File: config.mk
export PLATFORM = sky130hd
export DESIGN_NAME = mount_tracker
export DESIGN_NICKNAME = d
export VERILOG_FILES = /design/src/verilog/zpu_io_pkg.sv /design/src/verilog/sd_host_pkg.sv /design/src/verilog/mount_tracker.sv
export VERILOG_INCLUDE_DIRS = /design/src /design/src/verilog
export SDC_FILE = /design/constraint.sdc
export NUM_CORES = 1
export LEC_CHECK = 0
export BUFFER_PORTS_ARGS = -buffer_cell sky130_fd_sc_hd__buf_4
export CORE_ASPECT_RATIO = 1.25
export CORE_MARGIN = 2
export CORE_UTILIZATION = 46
export DETAILED_ROUTE_END_ITERATION = 16
export PLACE_DENSITY = 0.79
export RECOVER_POWER = 100
export SYNTH_ARGS = -nofsm -noshare
export SYNTH_HDL_FRONTEND = slang
export SYNTH_SLANG_ARGS = --single-unit
File: constraint.sdc
create_clock -name clk_sys -period 2.2 [get_ports clk_sys]
set_clock_uncertainty 0.2 [all_clocks]
set_input_delay 0.44 -clock clk_sys [delete_from_list [all_inputs] [get_ports clk_sys]]
set_output_delay 0.44 -clock clk_sys [all_outputs]
set_load 0.005 [all_outputs]
File: src/verilog/disk_defs.svh
//==========================================================================
// Sizing of the disk-image bridge. SECTOR_BYTES must equal 2**SECTOR_AW
// and REQ_SYNC_STAGES must be at least 2 for the edge detector to work
//==========================================================================

`ifndef DISK_DEFS_SVH
`define DISK_DEFS_SVH

// Number of drive slots served by the host, one request bit each
`define DISK_SLOTS 4

// Sector buffer depth in bytes
`define SECTOR_BYTES 512

// Buffer address width, log2 of SECTOR_BYTES
`define SECTOR_AW 9

// Delay stages on the controller data-write strobe
// The edge is taken between the last two stages
`define REQ_SYNC_STAGES 2

`endif
File: src/verilog/zpu_io_pkg.sv
//==========================================================================
// Types of the controller register side. The status byte layout is
// fixed by the controller firmware and must not be reordered
//==========================================================================

package zpu_io_pkg;

	// Data word written and read by the controller
	typedef logic [31:0] ctl_word_t;

	// Drive number, bits 2 and 0 select the slot
	typedef logic [2:0] drive_num_t;

	// File number reported in the status byte
	typedef logic [2:0] file_no_t;

	// Status byte
	// [0] io_done, [1] mount toggle, [4:2] file number,
	// [6:5] image type, [7] read-only
	typedef logic [7:0] status_t;

	// Four-phase block request towards the host
	typedef enum logic [1:0] {
		REQ_IDLE,
		REQ_ASSERT,
		REQ_WAIT_RELEASE
	} req_state_t;

endpackage

File: src/verilog/sd_host_pkg.sv
//==========================================================================
// Types of the host/SD side of the bridge. Slot masks are one bit per
// drive slot. Only the low 32 bits of the image size are carried
//==========================================================================

`include "disk_defs.svh"

package sd_host_pkg;

	// One data byte on either buffer port
	typedef logic [7:0] byte_t;

	// Byte address inside the sector buffer
	typedef logic [`SECTOR_AW-1:0] sector_addr_t;

	// Logical block address sent with a block request
	typedef logic [31:0] lba_t;

	// Request, acknowledge and mount vectors
	typedef logic [`DISK_SLOTS-1:0] slot_mask_t;

	// Image class reported by the host when a file is mounted
	typedef logic [1:0] image_type_t;

	// Size of the mounted image in bytes
	typedef logic [31:0] file_size_t;

endpackage

File: src/verilog/mount_tracker.sv
//==========================================================================
// Acts on the rising edge of the OR of the mount bits only, so a second
// slot mounted while another bit is still high is not seen
//==========================================================================

`timescale 1ns/1ps
`include "disk_defs.svh"

module mount_tracker (
	input  logic                     clk_sys,
	input  logic                     areset,

	input  sd_host_pkg::slot_mask_t  img_mounted_i,
	input  logic                     img_readonly_i,
	input  sd_host_pkg::image_type_t img_type_i,
	input  sd_host_pkg::file_size_t  img_size_i,

	output zpu_io_pkg::file_no_t     file_no_o,
	output sd_host_pkg::image_type_t img_type_o,
	output logic                     readonly_o,
	output logic                     mounted_tgl_o,
	output sd_host_pkg::file_size_t  file_size_o
);

	logic                             mounted_q;
	logic [$clog2(`DISK_SLOTS)-1:0]   slot_idx;

	// Highest set slot wins
	always_comb begin
		slot_idx = '0;
		for (int i = 0; i < `DISK_SLOTS; i++) begin
			if (img_mounted_i[i]) begin
				slot_idx = i[$clog2(`DISK_SLOTS)-1:0];
			end
		end
	end

	always_ff @(posedge clk_sys) begin
		if (areset) begin
			mounted_q     <= 1'b0;
			file_no_o     <= '0;
			img_type_o    <= '0;
			readonly_o    <= 1'b0;
			mounted_tgl_o <= 1'b0;
			file_size_o   <= '0;
		end else begin
			mounted_q <= |img_mounted_i;
			if (!mounted_q && |img_mounted_i) begin
				// Slots 0..3 map to files 0, 1, 4, 5
				file_no_o     <= {slot_idx[1], 1'b0, slot_idx[0]};
				img_type_o    <= img_type_i;
				// Slots 2 and 3 are always read-only
				readonly_o    <= img_readonly_i | img_mounted_i[2] | img_mounted_i[3];
				mounted_tgl_o <= ~mounted_tgl_o;
				file_size_o   <= img_size_i;
			end
		end
	end

endmodule

== Word-level counts from Yosys, hierarchy flattened ==
Cells that the tools add are included.
Operators by class
  mux-type cells: 3
  reduce and logical (&&, ||, !) cells: 3
  bitwise gates (word level): 3
Operators by type and width (count)
  2-to-1 mux 2 bit: 2
  OR reduction 4 bit: 1
  bitwise OR 1 bit: 2
  logical AND 1 bit: 1
  logical NOT 1 bit: 1
  2-to-1 mux 1 bit: 1
  NOT 1 bit: 1
Word-level totals
  register bits after elaboration: 39
  input bits: 41
  word-level logic and storage cells: 15

== Longest topological paths before layout ==
  depth after elaboration: 3
  gate-level depth with buffers: 5
  depth with buffers taken out: 3

== Worst setup path after synthesis ==
OpenSTA, ideal clock, no wires.
  kind: in2reg
  from: in img_mounted_i[3]
  to: reg file_size_o[10]
  slack: 480 ps
  required time: 1857 ps
  setup time: 143 ps
  cell stages on the path: 5
  data arrival time: 1377 ps
  cells stage by stage: or4_1 -> buf_6 -> buf_12 -> nand3_2 -> a21oi_2
On the way
  cells in the longest elaborated chain, start to end: 2
RTL lines
  start, declared: line mount_tracker.sv:13  | input sd_host_pkg::slot_mask_t img_mounted_i,
  OR reduction 4 bit: line mount_tracker.sv:48  | if (!mounted_q && |img_mounted_i) begin
  logical AND 1 bit: line mount_tracker.sv:48
  end signal, assigned: line mount_tracker.sv:55  | file_size_o <= img_size_i;
  end, declared: line mount_tracker.sv:22  | output sd_host_pkg::file_size_t file_size_o
No other way between the ends.
A chain may end at the register's enable or synchronous reset.

== Worst setup path in the final report ==
  from: in img_mounted_i[3]
  to: reg file_size_o[12]
Same word-level chain as after synthesis.

==> impl_summary.md <==
Status
The flow ran to the end, and the final reports show no timing, DRC or antenna violations.

Placement
The congestion estimate from routability-driven global placement came to roughly 0.74. The number of placed instances, taps included, is 284. Port buffering added 78 buffers. Summing all placed instances gives a cell area of roughly 2300 um^2.

The total half-perimeter wirelength after legalization and detailed placement is roughly 2.6 mm.

Pwr
IR analysis of the VDD net gives a maximum drop of around 0.38 mV. In this run the power spent charging and discharging nets is around 0.37 mW. The power density relative to cell area is 671 nW/um^2. The combinational fraction of design power is roughly 17%. The clock network burns between 30% and 40% of the power. The post-layout total power is between 1.5 and 2 mW. Of the total power, the share spent switching nets is between 20% and 30%.

In this run, flip-flops and latches consume ~48% of the power. The internal portion of total power is between 1 and 1.5 mW. The analysis attributes to cell leakage a power of approximately 1 nW.

CTS
The clock sink count is 39. The number of setup buffers added after CTS is 0. The number of H-tree levels is 2. The maximum buffer depth of the clock tree is 2. The clock root buffer is clkbuf_8. In this run, post-CTS repair resized a total of 0 instances. The number of hold buffers added after cts is 0. Buffers inserted during clock tree synthesis total 5.

For the worst-skew pair, the clock arrives at the later sink with an insertion delay of 280 ps. After clock tree synthesis, the clock-pin slew on the worst setup and hold paths is 70 ps. The clock tree from TritonCTS is done.

Critical path
The critical path is of the in -> reg type. The worst setup path is launched from an input pin. In this run the worst path has a maximum fanout of 39. At the worst endpoint, the required time is ~2200 ps. Data arrives at the worst endpoint at between 1500 and 2000 ps. The capturing element type of the critical path is a register.

Global routing
The global-route congestion overflow total is 0. The wire length of the first global-routing pass is roughly 6.3 mm. The overall fraction of global-route tracks in use is roughly a fifth. The number of global-route vias before repair is 1466. Entering global routing, the biggest net connects 40 pins. The initial antenna violation count came to 0.

Routing
The length of routed wiring on met1 is about 1.6 mm. The total wire length after detailed routing is between 3 and 4 mm. The highest signal layer in the routed design is met4. In this run, the number of DRC markers left after iteration 0 of detailed routing was just under 90. The met2 routed wirelength is between 2 and 2.5 mm. The pre-antenna-repair detailed-routing pass consisted of 4 iterations. The met3 layer wire length in the routed design is 209 um. The mean number of vias per cell is approximately 5.4.

The DRC violation count after routing is 0. The count of nets left with antenna violations once routing finished came out at 0. The routed wire length per instance is about 14 um.

Detailed routing inserted a total of approximately 1600 vias.

STA
Setup violations remaining at the end of the flow were counted as 0. The final-report max-slew violation count is 0. The worst pin sits at a relative slew slack of 57.4%. Static timing analysis puts the maximum clock frequency at approximately 0.56 GHz.

Hold timing on the final database bottoms out at a slack of slightly above 200 ps. The total count of hold-check failures in the final report is 0. The final clock period utilization by the worst path is between 80% and 90%. The slew at the pin closest to its max-slew limit is between 600 and 700 ps. The time the final worst path needs with I/O delays and setup is 1780 ps. After routing, the total negative slack on setup checks comes to 0 ps. Setup repair after global routing left no endpoint under its margin.

Logic synthesis
The portion of the post-synthesis area used by sequential elements is ~45%. The post-synthesis cell count is between 150 and 200. Synthesis produced a netlist with a net count of approximately 220. Ranked by total cell area, the synthesized netlist is headed by dfxtp_1, nand3_2, a21oi_1. Of all flip-flops after synthesis, the portion carrying an async set or reset was 0%. The number of synthesized flops with an enable pin is 0. The commonest cells after synthesis are dfxtp_1, nand3_2, a21oi_1. The cell type contributing the most total cell area after synthesis is dfxtp_1. Averaged over all synthesized cells, the footprint is between 9 and 10 um^2.

The cell with the most instances after synthesis is dfxtp_1. The count of warnings emitted by yosys is 0. In the synthesized netlist the dominant register cell turns out to be dfxtp_1. Yosys mapped the design onto 22 distinct sky130hd cell types. The number of storage elements in the synthesis netlist is 39. In this run the cell area of the synthesized design comes to 1750 um^2.

Of the post-synthesis cell area, the dominant cell type holds around 45%.

Floorplanning
The number of placement rows is 25. For this configuration, the core starts out at a cell density of ~47%. Measured along the x axis, the die boundary spans between 50 and 60 um.

The vertical extent of the die is about 73 um. The die covers roughly 4300 um^2. The core region is ~3700 um^2. The I/O pin count is 80.

Final layout
Once layout is done, the placed cells without fillers occupy ~2400 um^2. The net count of the finished layout is between 200 and 300. The final cell count without fillers is a little under 300.

The signed area change from the synthesized netlist to the final layout is 36.2%. In the final layout, the share of cells above drive strength 1 is 53.0%. The final antenna diode count is 0.

Hold path
The type of the most critical hold path is in -> reg.

Flow run
Max-cap violations in this run came to 0.
## power by group through the flow
stage | combinational (mW) | sequential, mW | clock (mW)
3_5_place_dp | 0.278 | 0.790 | 0
4_1_cts | 0.279 | 0.774 | 0.582
5_1_grt | 0.295 | 0.777 | 0.607
3_3_place_gp | 0.274 | 0.789 | 0
2_1_floorplan | 0.130 | 0.792 | 0
6_report | 0.268 | 0.773 | 0.561
## flip-flops by register name, summed over array words and instances, names as in the netlist
register,count
mounted_q,1
img_type_o,2
file_no_o,2
file_size_o,32
mounted_tgl_o,1
readonly_o,1
## layout by cell type (no fill, tap or decap)
master and instances:
nand3_1 4, o21ai_0 37, clkbuf_4 38, a211oi_1 2, buf_12 2, or4_2 1, dfxtp_1 39, clkbuf_8 5
nor4_1 1, buf_4 42, conb_1 1, clkbuf_1 2, clkbuf_2 1, nor3_1 1, a21oi_2 12, nor2_1 2
inv_2 1, or3_1 1, inv_1 1, nand3_2 30, a21oi_1 27, bufinv_16 1
## logic make-up after synthesis
| family | count (synthesis) | synth area share (%) |
|---|---|---|
| compound gates | 78 | 25.1 |
| buf+inv | 22 | 10.1 |
| flops | 39 | 44.5 |
| other cells | 1 | 0.214 |
| simple gates | 40 | 20.1 |
## critical path: stages
cell and delay (ps):
clkbuf_1 110, nor4_1 290, clkbuf_2 570, o21ai_0 220
a21oi_2 160
## routing by layer
metal  up-vias  track usage, %
li1        780               -
met1       749            21.8
met2        47            32.6
met3         2            4.26
met4         0            10.6
met5         -               0
## area by class of cell
class                      count  area, um^2
tap                           40        50.0
clock buffer                   6        72.6
inverter                       2        7.51
timing repair buffer          84         649
fill                         342        1330
clock inverter                 1        30.0
multi-input combinational    119         798
sequential                    39         781
## stage by stage
step | util (%) | setup WS, ps
floorplan | - | 480
global placement | 61.7 | 152
detailed placement | 61.7 | 137
CTS | 64.5 | 452
global route | 64.2 | 259
finish | 64.2 | 418
## worst paths after layout
| kind | from | endpoint | slack (ps) | depth (start not counted) |
|---|---|---|---|---|
| worst max-delay path | img_mounted_i[3] | file_size_o[12] | 420 | 5 |
| worst min-delay path | img_size_i[29] | file_size_o[29] | 200 | 3 |
| worst max register to register | mounted_q | file_no_o[0] | 740 | 4 |
| worst min register to register | file_size_o[25] | file_size_o[25] | 280 | 2 |
Power figures use the tool's default switching activity.
