<file path="config.mk">
export PLATFORM = sky130hd
export DESIGN_NAME = disk_request_ctrl_flat
export DESIGN_NICKNAME = d
export VERILOG_FILES = /design/src/verilog/zpu_io_pkg.sv /design/src/verilog/sd_host_pkg.sv /design/src/verilog/sector_port_if.sv /design/src/verilog/disk_request_ctrl.sv /design/src/flat_wrapper.sv
export VERILOG_INCLUDE_DIRS = /design/src /design/src/verilog
export SDC_FILE = /design/constraint.sdc
export NUM_CORES = 1
export LEC_CHECK = 0
export ABC_AREA = 1
export BUFFER_PORTS_ARGS = -buffer_cell sky130_fd_sc_hd__buf_4
export CAP_MARGIN = 25
export CORE_MARGIN = 3
export CORE_UTILIZATION = 51
export CTS_CLUSTER_DIAMETER = 80
export DETAILED_ROUTE_END_ITERATION = 8
export GPL_TIMING_DRIVEN = 0
export HOLD_SLACK_MARGIN = 0.15
export PLACE_DENSITY_LB_ADDON = 0.05
export RECOVER_POWER = 100
export SLEW_MARGIN = 20
export SYNTH_ARGS = -nofsm -noshare
export SYNTH_HDL_FRONTEND = slang
export SYNTH_SLANG_ARGS = --single-unit
</file>
<file path="constraint.sdc">
create_clock -name clk_sys -period 2.55 [get_ports clk_sys]
set_input_delay 0.255 -clock clk_sys [delete_from_list [all_inputs] [get_ports clk_sys]]
set_output_delay 0.255 -clock clk_sys [all_outputs]
set_load 0.02 [all_outputs]
</file>
<file path="src/verilog/disk_defs.svh">
//==========================================================================
// Sizing of the disk-image bridge. SECTOR_BYTES must equal 2**SECTOR_AW
// and REQ_SYNC_STAGES must be at least 2 for the edge detector to work
//==========================================================================

`ifndef DISK_DEFS_SVH
`define DISK_DEFS_SVH

// Number of drive slots served by the host, one request bit each
`define DISK_SLOTS 4

// Sector buffer depth in bytes
`define SECTOR_BYTES 512

// Buffer address width, log2 of SECTOR_BYTES
`define SECTOR_AW 9

// Delay stages on the controller data-write strobe
// The edge is taken between the last two stages
`define REQ_SYNC_STAGES 2

`endif
</file>
<file path="src/verilog/zpu_io_pkg.sv">
//==========================================================================
// Types of the controller register side. The status byte layout is
// fixed by the controller firmware and must not be reordered
//==========================================================================

package zpu_io_pkg;

	// Data word written and read by the controller
	typedef logic [31:0] ctl_word_t;

	// Drive number, bits 2 and 0 select the slot
	typedef logic [2:0] drive_num_t;

	// File number reported in the status byte
	typedef logic [2:0] file_no_t;

	// Status byte
	// [0] io_done, [1] mount toggle, [4:2] file number,
	// [6:5] image type, [7] read-only
	typedef logic [7:0] status_t;

	// Four-phase block request towards the host
	typedef enum logic [1:0] {
		REQ_IDLE,
		REQ_ASSERT,
		REQ_WAIT_RELEASE
	} req_state_t;

endpackage

</file>
<file path="src/verilog/sd_host_pkg.sv">
//==========================================================================
// Types of the host/SD side of the bridge. Slot masks are one bit per
// drive slot. Only the low 32 bits of the image size are carried
//==========================================================================

`include "disk_defs.svh"

package sd_host_pkg;

	// One data byte on either buffer port
	typedef logic [7:0] byte_t;

	// Byte address inside the sector buffer
	typedef logic [`SECTOR_AW-1:0] sector_addr_t;

	// Logical block address sent with a block request
	typedef logic [31:0] lba_t;

	// Request, acknowledge and mount vectors
	typedef logic [`DISK_SLOTS-1:0] slot_mask_t;

	// Image class reported by the host when a file is mounted
	typedef logic [1:0] image_type_t;

	// Size of the mounted image in bytes
	typedef logic [31:0] file_size_t;

endpackage

</file>
<file path="src/verilog/sector_port_if.sv">
//==========================================================================
// Controller port of the sector buffer. Read data follows the address by
// one clock; a write takes effect on the clock where buf_we is high
//==========================================================================

`timescale 1ns/1ps

interface sector_port_if;

	// Driven by the request controller
	sd_host_pkg::sector_addr_t buf_addr;
	logic                      buf_we;
	sd_host_pkg::byte_t        buf_wdata;

	// Driven by the RAM
	sd_host_pkg::byte_t        buf_rdata;

	modport ctrl (
		output buf_addr,
		output buf_we,
		output buf_wdata
	);

	modport mem (
		input  buf_addr,
		input  buf_we,
		input  buf_wdata,
		output buf_rdata
	);

endinterface

</file>
<file path="src/verilog/disk_request_ctrl.sv">
//==========================================================================
// Controller strobes are levels and only their edges act. A new block
// request is ignored until the previous one has completed
//==========================================================================

`timescale 1ns/1ps
`include "disk_defs.svh"

module disk_request_ctrl (
	input  logic                     clk_sys,
	input  logic                     areset,

	// Controller register side
	input  logic                     ctl_lba_sel_i,
	input  logic                     ctl_block_rd_i,
	input  logic                     ctl_block_wr_i,
	input  zpu_io_pkg::drive_num_t   ctl_drive_i,
	input  logic                     ctl_io_wr_i,
	input  logic                     ctl_data_wr_i,
	input  logic                     ctl_data_rd_i,
	input  zpu_io_pkg::ctl_word_t    ctl_wdata_i,

	// Host request side
	input  sd_host_pkg::slot_mask_t  host_ack_i,
	output sd_host_pkg::lba_t        host_lba_o,
	output sd_host_pkg::slot_mask_t  host_rd_o,
	output sd_host_pkg::slot_mask_t  host_wr_o,

	output logic                     io_done_o,

	sector_port_if.ctrl              port
);

	localparam int SLOT_W = $clog2(`DISK_SLOTS);

	logic [`REQ_SYNC_STAGES-1:0] wr_sync;
	logic                        wr_edge;
	logic                        rd_q;
	logic                        blk_rd_q;
	logic                        blk_wr_q;
	logic [SLOT_W-1:0]           slot_sel;
	sd_host_pkg::slot_mask_t     req_mask;
	zpu_io_pkg::req_state_t      state;

	assign wr_edge  = wr_sync[`REQ_SYNC_STAGES-2] & ~wr_sync[`REQ_SYNC_STAGES-1];
	assign slot_sel = {ctl_drive_i[2], ctl_drive_i[0]};
	assign req_mask = sd_host_pkg::slot_mask_t'(1) << slot_sel;

	//==========================================================================
	// Buffer address counter and LBA register
	//==========================================================================

	always_ff @(posedge clk_sys) begin
		if (areset) begin
			wr_sync       <= '0;
			rd_q          <= 1'b0;
			port.buf_we   <= 1'b0;
			port.buf_addr <= '0;
			host_lba_o    <= '0;
		end else begin
			wr_sync     <= {wr_sync[`REQ_SYNC_STAGES-2:0], ctl_data_wr_i};
			rd_q        <= ctl_data_rd_i;
			port.buf_we <= 1'b0;

			if (wr_edge) begin
				if (ctl_lba_sel_i) begin
					host_lba_o <= ctl_wdata_i;
				end else begin
					port.buf_we <= 1'b1;
				end
			end

			// Post-increment after a byte write or at the end of a read
			if (port.buf_we || (rd_q && !ctl_data_rd_i)) begin
				port.buf_addr <= port.buf_addr + sd_host_pkg::sector_addr_t'(1);
			end

			if (ctl_io_wr_i) begin
				port.buf_addr <= '0;
			end
		end
	end

	// Write byte captured with the strobe edge
	always_ff @(posedge clk_sys) begin
		if (wr_edge && !ctl_lba_sel_i) begin
			port.buf_wdata <= ctl_wdata_i[7:0];
		end
	end

	//==========================================================================
	// Block request FSM
	//==========================================================================

	always_ff @(posedge clk_sys) begin
		if (areset) begin
			state     <= zpu_io_pkg::REQ_IDLE;
			blk_rd_q  <= 1'b0;
			blk_wr_q  <= 1'b0;
			host_rd_o <= '0;
			host_wr_o <= '0;
			io_done_o <= 1'b0;
		end else begin
			blk_rd_q <= ctl_block_rd_i;
			blk_wr_q <= ctl_block_wr_i;

			case (state)
				zpu_io_pkg::REQ_IDLE: begin
					if (ctl_block_rd_i && !blk_rd_q) begin
						host_rd_o <= req_mask;
						io_done_o <= 1'b0;
						state     <= zpu_io_pkg::REQ_ASSERT;
					end else if (ctl_block_wr_i && !blk_wr_q) begin
						host_wr_o <= req_mask;
						io_done_o <= 1'b0;
						state     <= zpu_io_pkg::REQ_ASSERT;
					end
				end
				// Drop the request once the host has taken it
				zpu_io_pkg::REQ_ASSERT: begin
					if (|host_ack_i) begin
						host_rd_o <= '0;
						host_wr_o <= '0;
						state     <= zpu_io_pkg::REQ_WAIT_RELEASE;
					end
				end
				// Host may hold ack as long as the transfer runs
				zpu_io_pkg::REQ_WAIT_RELEASE: begin
					if (host_ack_i == '0) begin
						io_done_o <= 1'b1;
						state     <= zpu_io_pkg::REQ_IDLE;
					end
				end
				default: state <= zpu_io_pkg::REQ_IDLE;
			endcase
		end
	end

	a_one_request : assert property (
		@(posedge clk_sys) disable iff (areset)
		$onehot0({host_rd_o, host_wr_o})
	) else $error("more than one block request bit high");

	a_req_after_release : assert property (
		@(posedge clk_sys) disable iff (areset)
		$rose(|{host_rd_o, host_wr_o}) |-> $past(host_ack_i == '0)
	) else $error("block request raised while host ack was high");

	a_done_after_release : assert property (
		@(posedge clk_sys) disable iff (areset)
		$rose(io_done_o) |-> ($past(host_ack_i == '0) && (host_ack_i == '0))
	) else $error("io_done raised while host ack was high");

endmodule

</file>
<file path="src/flat_wrapper.sv">
// flat-port wrapper written by rule: the top's interface ports become plain ports
module disk_request_ctrl_flat 
  (clk_sys, areset, ctl_lba_sel_i, ctl_block_rd_i, ctl_block_wr_i, ctl_drive_i, ctl_io_wr_i, ctl_data_wr_i, ctl_data_rd_i, ctl_wdata_i, host_ack_i, host_lba_o, host_rd_o, host_wr_o, io_done_o, port_buf_addr, port_buf_we, port_buf_wdata);
  sector_port_if port_i ();
  input  logic clk_sys;
  input  logic areset;
  input  logic ctl_lba_sel_i;
  input  logic ctl_block_rd_i;
  input  logic ctl_block_wr_i;
  input  zpu_io_pkg::drive_num_t ctl_drive_i;
  input  logic ctl_io_wr_i;
  input  logic ctl_data_wr_i;
  input  logic ctl_data_rd_i;
  input  zpu_io_pkg::ctl_word_t ctl_wdata_i;
  input  sd_host_pkg::slot_mask_t host_ack_i;
  output sd_host_pkg::lba_t host_lba_o;
  output sd_host_pkg::slot_mask_t host_rd_o;
  output sd_host_pkg::slot_mask_t host_wr_o;
  output logic io_done_o;
  output wire logic [$bits(port_i.buf_addr)-1:0] port_buf_addr;
  output wire logic [$bits(port_i.buf_we)-1:0] port_buf_we;
  output wire logic [$bits(port_i.buf_wdata)-1:0] port_buf_wdata;
  assign port_buf_addr = port_i.buf_addr;
  assign port_buf_we = port_i.buf_we;
  assign port_buf_wdata = port_i.buf_wdata;
  disk_request_ctrl u_core (.clk_sys(clk_sys), .areset(areset), .ctl_lba_sel_i(ctl_lba_sel_i), .ctl_block_rd_i(ctl_block_rd_i), .ctl_block_wr_i(ctl_block_wr_i), .ctl_drive_i(ctl_drive_i), .ctl_io_wr_i(ctl_io_wr_i), .ctl_data_wr_i(ctl_data_wr_i), .ctl_data_rd_i(ctl_data_rd_i), .ctl_wdata_i(ctl_wdata_i), .host_ack_i(host_ack_i), .host_lba_o(host_lba_o), .host_rd_o(host_rd_o), .host_wr_o(host_wr_o), .io_done_o(io_done_o), .port(port_i));
endmodule
</file>
# == After elaboration in Yosys (flattened, before gate mapping) ==
# Index checks and enable logic that the tools add are counted.
# classes
muxes,16
n_shift,1
n_bitwise,3
add_sub_neg,1
reduce_logical,21
eq_ne,8
# op_table
op,count
4-bit two-way mux,4
4-bit case mux with 2 select lines,2
9-bit by 1-bit adder with 9-bit output (second input constant),1
3-bit AND reduction,3
2-bit two-way mux,4
2-bit by 1-bit != test with 1-bit output (second input constant),4
2-bit case mux with 3 select lines,1
1-bit logical AND,4
1-bit logical NOT,4
4-bit logical NOT,1
1-bit two-way mux,4
4-bit AND reduction,1
2-bit nonzero test,2
2-bit OR reduction,2
4-bit OR reduction,1
1-bit by 2-bit << shifter with 4-bit output (first input constant),1
3-bit by 1-bit != test with 1-bit output (second input constant),1
2-bit by 1-bit equality test with 1-bit output (second input constant),1
2-bit equality test (second input constant),1
2-bit logical NOT,1
2-bit != test (second input constant),1
1-bit NOT,2
1-bit case mux with 2 select lines,1
2-bit AND reduction,1
2 further kinds,2
# totals
input_bits,47
regBits,66
elab_cells,62

# == Longest topological paths before layout ==
# Gate-level depths: netlist of the first run.
# logic_depth
depth_word,5
mapped_depth,8
depth_no_buf,8

# == Least setup slack after synthesis of the first run ==
# No wires, ideal clock.
# synth_path
kind,input -> register
from,input port ctl_lba_sel_i
to,register u_core.port.buf_wdata[0] (enable)
setup_ns,0.383
stages,3
slack_ns,0.948
arrival_time_ns,1.219
cell_sequence,clkbuf_1 > buf_2 > nor3_1
# synth_via
elab_chain_len,2
# synth_lines
element,line_no,rtl
from (decl),flat_wrapper.sv:7,input logic ctl_lba_sel_i;
1-bit logical NOT,disk_request_ctrl.sv:86,if (wr_edge && !ctl_lba_sel_i) begin
1-bit logical AND,disk_request_ctrl.sv:86,
to (signal assigned),disk_request_ctrl.sv:87,port.buf_wdata <= ctl_wdata_i[7:0];
to (decl),sector_port_if.sv:21,output buf_wdata
# No other way between the ends.
# A chain may end at the register's enable or synchronous reset.

# == Final worst setup path of the first run ==
# layout_path
from,input port ctl_lba_sel_i
to,register u_core.port.buf_wdata[6] (enable)
# The elaborated chain is that of the path after synthesis.

==> results of run 1 <==
-- logic make-up after synthesis --
group / share of synthesized area, %
and+or+nand+nor: 27.5
AOI/OAI and AO/OA: 10.7
adders and majority gates: 0.492
DFF: 55.1
buffers and inverters: 6.20
-- power breakdown --
| group | internal [uW] | switching (uW) |
|---|---|---|
| logic | 134 | 219 |
| registers | 1110 | 31.1 |
| clock network | 539 | 380 |
| total | 1780 | 630 |
-- layer usage --
layer	up-vias	track usage, %	share of wire, %
met5	-	0	0
met4	0	8.51	0.65
met3	6	8.39	9.3
met2	90	35.6	48
met1	1139	25.2	42
li1	1264	-	-
-- final cells by class --
type                    instances  area share, %
well taps                      67           2.45
inverters                      24           2.63
flip-flops and latches         66           40.9
clock buffers                   9           3.61
plain buffers                  15           1.83
repair buffers                112           18.6
clock inverters                 7           2.45
multi-input cells             206           27.6
-- how the worst max path moves through the flow --
stage	start	endpoint	slack, ps
finish	ctl_lba_sel_i	u_core.port.buf_wdata[6]	890
global route	ctl_lba_sel_i	u_core.port.buf_wdata[7]	720
CTS	u_core.wr_sync[1]	u_core.port.buf_wdata[6]	960
detailed placement	ctl_lba_sel_i	u_core.port.buf_wdata[7]	600
global placement	ctl_lba_sel_i	u_core.port.buf_wdata[6]	620
floorplan	ctl_lba_sel_i	u_core.port.buf_wdata[0]	950
-- worst min-delay path, cell delays in order --
cell and delay, ps:
buf_4 80, inv_1 50, nor2_1 80
-- metrics by stage --
step | instances | util, % | setup WS, ps
floorplan | 311 | - | 948
global placement | 480 | 71.3 | 622
detailed placement | 480 | 71.3 | 601
CTS | 506 | 77.8 | 958
global route | 506 | 72.1 | 723
finish | 506 | 72.1 | 891
-- registers in the layout, summed over array words and instances, names as in the netlist --
name / cells
u_core.port.buf_we: 1
u_core.port.buf_addr: 9
u_core.host_lba_o: 32
u_core.rd_q: 1
u_core.blk_rd_q: 1
u_core.host_wr_o: 4
u_core.blk_wr_q: 1
u_core.port.buf_wdata: 8
u_core.wr_sync: 2
u_core.host_rd_o: 4
u_core.state: 2
u_core.io_done_o: 1
-- cells in the mapped netlist (4+ instances only) --
cell type	n	area, um^2
clkbuf_1	6	22.5
dfxtp_1	58	1160
nand2_1	65	244
buf_2	9	45.0
nor2_1	33	124
o21ai_0	5	25.0
nand3_1	38	190
inv_1	21	78.8
nor2_2	4	25.0
a21oi_1	43	215
edfxtp_1	8	240
==> impl_metrics.json, run 1 <==
{
  "htreeDepth": 3,
  "layout_common_cells": "71 x clkbuf_1, 67 x nand2_1, 58 x dfxtp_1",
  "grt_first_pass_wirelength_um": 10300,
  "hpwl_um": 4470,
  "portBuffers": 102,
  "rr_endpoint": "u_core.port.buf_wdata[6]",
  "r2r_start": "u_core.wr_sync[1]",
  "max_freq_ghz": 0.603,
  "crit_cells": 3,
  "placed_cell_area_mm2": 0.00339,
  "async_reset_ff_share_pct": 0,
  "path_cells": "clkbuf_1 > clkbuf_1 > nor3_1",
  "antenna_found_initial": 0,
  "ys_ff_latch": 66,
  "crit_slowest_cell": "nor3_1",
  "numClockSinks": 66,
  "cts_tree": "built",
  "setup_viol": 0,
  "syn_nets": 359,
  "postRouteWirelength_um": 6150,
  "fin_area_mm2": 0.00343,
  "rsz0062_at_grt": "no",
  "required_ps": 2500,
  "netlist_instances": 311,
  "cts_resized": 0,
  "hp-class": "input pin to register",
  "start_util_pct": 53.4,
  "ys.flop_type": "dfxtp_1",
  "wl_per_cell_um": 12.1,
  "core_area_mm2": 0.00475,
  "avgSynthCellArea_um2": 8.17,
  "via_per_inst": 4.94,
  "setup_tns_ps": 0,
  "dieWidth_um": 76.6,
  "final.fill_count": 475,
  "vias": 2499,
  "whs_path_depth": 3,
  "first_global_vias": 2310,
  "clockRootBuffer": "clkbuf_8",
  "grt_max_degree": 12,
  "reg2regPathDepth": 1,
  "final_common_cell": "clkbuf_1",
  "cp_max_fo": 10,
  "drc": 0,
  "ir_drop_uv": 468,
  "hold_end": "u_core.rd_q",
  "clkLatencyLatePin_ps": 330,
  "power_uw": 2410,
  "dieHeight_um": 76.6,
  "cp_common_cell": "clkbuf_1",
  "fin_crit_sh_pct": 65.1,
  "final-hold-violation-count": 0,
  "cts_buffer_depth": 2,
  "status": "finished clean",
  "cellPowerDensity_mw_per_mm2": 703,
  "clk_pin_slew_ps": 70,
  "worstSetupEndpointType": "register",
  "max_stage_delay_ps": 900,
  "worst-slew-pin-transition_ps": 1060,
  "drt-initial-drc-count": 61,
  "cts_made_buffers": 9,
  "io_pins": 106,
  "ys_types": 25,
  "hold_slack_ps": 163,
  "slew_headroom_pct": 28.9,
  "grt_usage_pct": 21.6,
  "fin_nets": 482,
  "cts_setup_buffers": 0,
  "critPathLaunchType": "input pin",
  "slew_violations": 0,
  "synth_edf_count": 8,
  "drive_above_1_share_pct": 14.8,
  "overflow": 0,
  "drtAntennaViolNets": 0,
  "crit_buf_inv": 2,
  "power.leakage_uw": 0.00134,
  "period_minus_slack_ps": 1660,
  "multi_input_comb_area_um2": 945,
  "areaGrowthSynthToFinish_pct": 34.9,
  "synth_area_mm2": 0.00254,
  "worstPathArrival_ps": 1610,
  "critical_path_class": "input pin to register",
  "holdCritStartpoint": "ctl_data_rd_i",
  "seqCellArea_mm2": 0.00140,
  "dr.pass1.iters": 4,
  "rows": 25,
  "reg2reg_slack_ps": 990,
  "fin_worst_skew_ps": 6.67,
  "cap_viol_max_count": 0,
  "die-area_mm2": 0.00587,
  "ys_warn_count": 0,
  "gp_congestion": 0.779,
  "path_delay_family": "simple AND/OR/NAND/NOR gates",
  "ctsHoldBuffers": 10,
  "diodes": 0,
  "synth_seq_area_share_pct": 55.1
}
Power figures use the tool's default switching activity.
==> inputs of run 2 (changes only) <==
- ABC_AREA: 1 -> 0
- CORE_UTILIZATION: 51 -> 42
- clock period: 2.55 -> 1.5 ns (I/O delays scaled with it)
==> impl_metrics.json, run 2 <==
{
  "status": "finished clean",
  "wl_met2_um": 3150,
  "avgSynthCellArea_um2": 9.57,
  "max_freq_ghz": 0.713,
  "netlist_instances": 258,
  "synthTopCellsByArea": "dfxtp_1 47%, nand2_1 9.9%, edfxtp_1 9.7%",
  "fin_crit_sh_pct": 93.5,
  "dr.pass1.iters": 4,
  "cp_max_fo": 9,
  "multi_input_comb_area_um2": 991,
  "ys_types": 36,
  "gp_congestion": 0.737,
  "cellPowerDensity_mw_per_mm2": 1030,
  "fin_area_mm2": 0.00368,
  "setup_ws_ps": 97.1,
  "clk_pin_slew_ps": 70,
  "worst-slew-pin-transition_ps": 677,
  "rows": 27,
  "rsz0062_at_grt": "yes",
  "placed_cell_area_mm2": 0.00335,
  "seqCellArea_mm2": 0.00140,
  "syn_nets": 306,
  "max_stage_delay_ps": 530,
  "hp-class": "input pin to register",
  "worstSetupEndpointType": "register",
  "fin_util_pct": 65.7,
  "diodes": 0,
  "path_cells": "dlygate4sd3_1 > clkbuf_4 > nor2b_1 > clkbuf_1 > o2111ai_1 > xor2_1 > nor2_1",
  "largest_register": "u_core.host_lba_o",
  "dr_wl_met3_um": 376,
  "setup_viol": 0,
  "wl_per_cell_um": 13.2,
  "grt_first_pass_wirelength_um": 9830,
  "dieHeight_um": 82.7,
  "cap_viol_max_count": 0,
  "drtAntennaViolNets": 0,
  "drive_above_1_share_pct": 17.5,
  "antenna_found_initial": 0,
  "setup_tns_ps": 0,
  "hold_slack_ps": 187,
  "final-hold-violation-count": 0,
  "dieWidth_um": 82.7,
  "overflow": 0,
  "ys_ff_latch": 66,
  "synth_top_area_share_pct": 47.0,
  "worstPathArrival_ps": 1610,
  "first_global_vias": 2170,
  "cts_tree": "built",
  "synth_seq_area_share_pct": 56.7,
  "ys.flop_type": "dfxtp_1",
  "critical_path_class": "input pin to register",
  "htreeDepth": 3,
  "grt_usage_pct": 19.4,
  "top_layer_used": "met4",
  "numClockSinks": 66,
  "dpl_worst_slack_ps": -1.94,
  "m1WireLength_um": 2830,
  "fin_worst_skew_ps": 7.39,
  "slew_violations": 0,
  "top_regs": "u_core.host_lba_o x32, u_core.port.buf_addr x9, u_core.port.buf_wdata x8",
  "cts_buffer_depth": 2,
  "drt-initial-drc-count": 78,
  "largest_reg_flops": 32,
  "io_pins": 106,
  "start_util_pct": 44.0,
  "ys_warn_count": 0,
  "ir_drop_uv": 737,
  "required_ps": 1710,
  "die-area_mm2": 0.00684,
  "via_per_inst": 4.64,
  "synth_area_mm2": 0.00247,
  "power.leakage_uw": 0.00142,
  "vias": 2271,
  "synth.most_common_cell": "nand2_1",
  "clkLatencyLatePin_ps": 330,
  "critPathLaunchType": "input pin",
  "synth_edf_count": 8,
  "drc": 0,
  "period_minus_slack_ps": 1400,
  "core_area_mm2": 0.00561,
  "synth_top_area_cell": "dfxtp_1",
  "fin_nets": 460,
  "postRouteWirelength_um": 6470,
  "final_common_cell": "clkbuf_1",
  "cts_setup_buffers": 0,
  "portBuffers": 104,
  "final.fill_count": 527,
  "cts_made_buffers": 9,
  "crit_slowest_cell": "dlygate4sd3_1",
  "areaGrowthSynthToFinish_pct": 49.2,
  "grt_max_degree": 12,
  "hpwl_um": 4250,
  "clockRootBuffer": "clkbuf_8",
  "slew_headroom_pct": 54.6,
  "synth_common_cells": "65 x nand2_1, 58 x dfxtp_1, 35 x a21oi_1",
  "layout_common_cells": "72 x clkbuf_1, 65 x nand2_1, 58 x dfxtp_1",
  "async_reset_ff_share_pct": 0
}
## run 2: changes by cell type in the layout (fill, tap and decap cells not counted), sizes merged, moves of 8 or more
| cell | delta |
|---|---|
| a21oi | -8 |
| dlygate4sd3 | +29 |
| inv | -22 |
| nand3 | -40 |
| nor2 | -28 |
| nor2b | +12 |
| xor2 | +8 |
## run 2: timing repair
item	4_1_cts	5_1_grt
hold buffers	39	0
hold endpoints to repair	49	0
resized for setup	0	3
setup endpoints to repair	0	2
## run 2: final cells by class
cell class	instances	area share (%)
Buffer	16	1.94
Clock inverter	3	0.407
Tap cell	72	2.44
Sequential cell	66	38.0
Multi-Input combinational cell	174	26.9
Timing Repair Buffer	143	25.8
Inverter	2	0.204
Clock buffer	13	4.31
## run 2: per-layer routing
metal,up-vias,global-route usage (%)
li1,1167,-
met1,1030,22.7
met2,67,32.1
met3,7,5.97
met4,0,9.31
met5,-,0
## run 2: path summary, 6_finish.rpt
check | endpoint | cells past startpoint | from | slack [ps]
min reg2reg | u_core.host_lba_o[7] | 2 | u_core.host_lba_o[7] | 450
max reg2reg | u_core.host_wr_o[1] | 4 | u_core.state[0] | 110
max | u_core.port.buf_addr[5] | 7 | ctl_data_rd_i | 100
min | u_core.state[0] | 4 | host_ack_i[2] | 190
## run 2: power by group
group / internal [uW] / switching [uW]
combinational: 271 / 293
sequential: 1850 / 33.8
clock: 683 / 642
total: 2810 / 968
## run 2: critical path: cells and delay by family
kind	cells	cell delay, ps
buf+inv	3	980
compound gates	1	170
simple gates	2	150
xor+xnor	1	160
## run 2: metrics by stage
step	std cells	total power (uW)
CTS	489	3850
floorplan	258	2220
finish	489	3780
detailed placement	434	2450
global placement	434	2440
global route	489	3960
## run 2: kinds of logic (layout without fill, tap and decap cells)
| kind of cell | count (synthesis) | count (layout) | synth area share [%] |
|---|---|---|---|
| buffers and inverters | 18 | 177 | 3.19 |
| AOI/OAI and AO/OA | 47 | 47 | 11.5 |
| xor gates and xnor gates | 9 | 9 | 3.19 |
| muxes | 8 | 8 | 3.60 |
| DFF | 66 | 66 | 56.7 |
| adders and majority gates | 1 | 1 | 0.507 |
| and+or+nand+nor | 109 | 109 | 21.3 |
==> inputs of run 3 (changes only) <==
- BUFFER_PORTS_ARGS: -buffer_cell sky130_fd_sc_hd__buf_4 -> -buffer_cell sky130_fd_sc_hd__buf_2
==> impl_metrics.json, run 3 (synthesis results as in run 2) <==
{
  "status": "finished clean",
  "overflow": 0,
  "numClockSinks": 66,
  "critical_path_class": "register to register",
  "largest_register": "u_core.host_lba_o",
  "whs_path_depth": 3,
  "dr.pass1.iters": 4,
  "largest_reg_flops": 32,
  "required_ps": 1720,
  "io_pins": 106,
  "clkLatencyLatePin_ps": 330,
  "crit_slowest_cell": "dfxtp_1",
  "cap_viol_max_count": 0,
  "fin_crit_sh_pct": 92.1,
  "rsz0062_at_grt": "no",
  "period_minus_slack_ps": 1380,
  "grt_first_pass_wirelength_um": 9270,
  "drc": 0,
  "die-area_mm2": 0.00684,
  "cts_made_buffers": 9,
  "power.leakage_uw": 0.00138,
  "reg2regPathDepth": 4,
  "hp-class": "input pin to register",
  "drt-initial-drc-count": 95,
  "setup_tns_ps": 0,
  "fin_util_pct": 64.3,
  "final_common_cell": "clkbuf_1",
  "gp_congestion": 0.734,
  "core_area_mm2": 0.00561,
  "final-hold-violation-count": 0,
  "htreeDepth": 3,
  "hpwl_um": 4080,
  "grt_util_met1_pct": 21.0,
  "fin_nets": 459,
  "portBuffers": 104,
  "first_global_vias": 2037,
  "dp.cells": 434,
  "worstSetupEndpointType": "register",
  "slew_violations": 0,
  "vias": 2261,
  "fin_worst_skew_ps": 7.51,
  "worstPathArrival_ps": 1600,
  "via_per_inst": 4.63,
  "cts_buffer_depth": 2,
  "wl_per_cell_um": 12.6,
  "grt_max_degree": 12,
  "max_freq_ghz": 0.724,
  "setup_viol": 0,
  "layout_common_cells": "78 x clkbuf_1, 65 x nand2_1, 58 x dfxtp_1",
  "dieWidth_um": 82.7,
  "hold_slack_ps": 191,
  "postRouteWirelength_um": 6150,
  "slew_headroom_pct": 54.3,
  "dieHeight_um": 82.7,
  "areaGrowthSynthToFinish_pct": 46.0,
  "power_uw": 4140,
  "worst-slew-pin-transition_ps": 682,
  "stdcell_count": 488,
  "cts_tree": "built",
  "cts_setup_buffers": 0,
  "diodes": 0,
  "path_cells": "inv_1 > nor3_4 > a31oi_2 > mux2_1",
  "grt_usage_pct": 18.2,
  "start_util_pct": 44.0,
  "critPathLaunchType": "register",
  "top_regs": "u_core.host_lba_o x32, u_core.port.buf_addr x9, u_core.port.buf_wdata x8",
  "grtUsageMet3_pct": 6.07,
  "clockRootBuffer": "clkbuf_8",
  "rows": 27,
  "drive_above_1_share_pct": 15.4,
  "ir_drop_uv": 683,
  "antenna_found_initial": 0,
  "drtAntennaViolNets": 0,
  "cp_max_fo": 5,
  "busiest_layer": "met2",
  "grtUsageMet2_pct": 30.4,
  "clk_pin_slew_ps": 70,
  "cellPowerDensity_mw_per_mm2": 1150,
  "max_stage_delay_ps": 420
}
-- run 3: cell count changes in the layout (fill, tap and decap cells not counted), moves of 2 or more --
cell,before,now
buf_4,35,0
clkinv_1,0,2
clkbuf_4,10,0
buf_2,3,39
clkbuf_1,72,78
clkbuf_8,11,9
bufinv_16,0,3
-- run 3: timing repair --
item	4_1_cts	5_1_grt
setup endpoints to repair	0	3
hold buffers	38	0
endpoints found under the hold margin	48	0
gates resized for setup	0	3
-- run 3: metrics by stage --
| step | worst slack [ps] | instance area [um^2] |
|---|---|---|
| 2_1_floorplan | 67.5 | 2470 |
| 3_3_place_gp | -260 | 3080 |
| 3_5_place_dp | -10.1 | 3090 |
| 4_1_cts | 87.7 | 3700 |
| 5_1_grt | 15.7 | 3610 |
| 6_report | 118 | 3610 |
-- run 3: routing by layer --
layer / wire length [um] / vias up
met5: 0 / -
met4: 105 / 0
met3: 380 / 8
met2: 3030 / 69
met1: 2640 / 1016
li1: - / 1168
-- run 3: cell type report --
class	count	area [um^2]
Buffer	16	72.6
Clock buffer	9	124
Clock inverter	7	108
Fill cell	538	2000
Inverter	2	7.51
Multi-Input combinational cell	174	987
Sequential cell	66	1400
Tap cell	72	90.1
Timing Repair Buffer	142	816
-- run 3: where the power goes --
| group | leakage [uW] | switching, uW | internal [uW] |
|---|---|---|---|
| combinational | 0.000717 | 283 | 230 |
| clock | 0.000118 | 652 | 1090 |
| sequential | 0.000545 | 34.7 | 1850 |
| total | 0.00138 | 970 | 3170 |
-- run 3: critical path: cells and delay by family (launching register included) --
family | cells | cell delay, ps
buf+inv | 1 | 140
mux | 1 | 340
compound gates | 1 | 120
simple gates | 1 | 250
flops | 1 | 420
-- run 3: final timing paths --
check / slack (ps) / endpoint / from
setup reg to reg: 120 / u_core.host_rd_o[0] / u_core.state[0]
setup / recovery: 120 / u_core.host_rd_o[0] / u_core.state[0]
hold / removal: 190 / u_core.state[1] / host_ack_i[2]
hold reg to reg: 450 / u_core.host_lba_o[25] / u_core.host_lba_o[25]
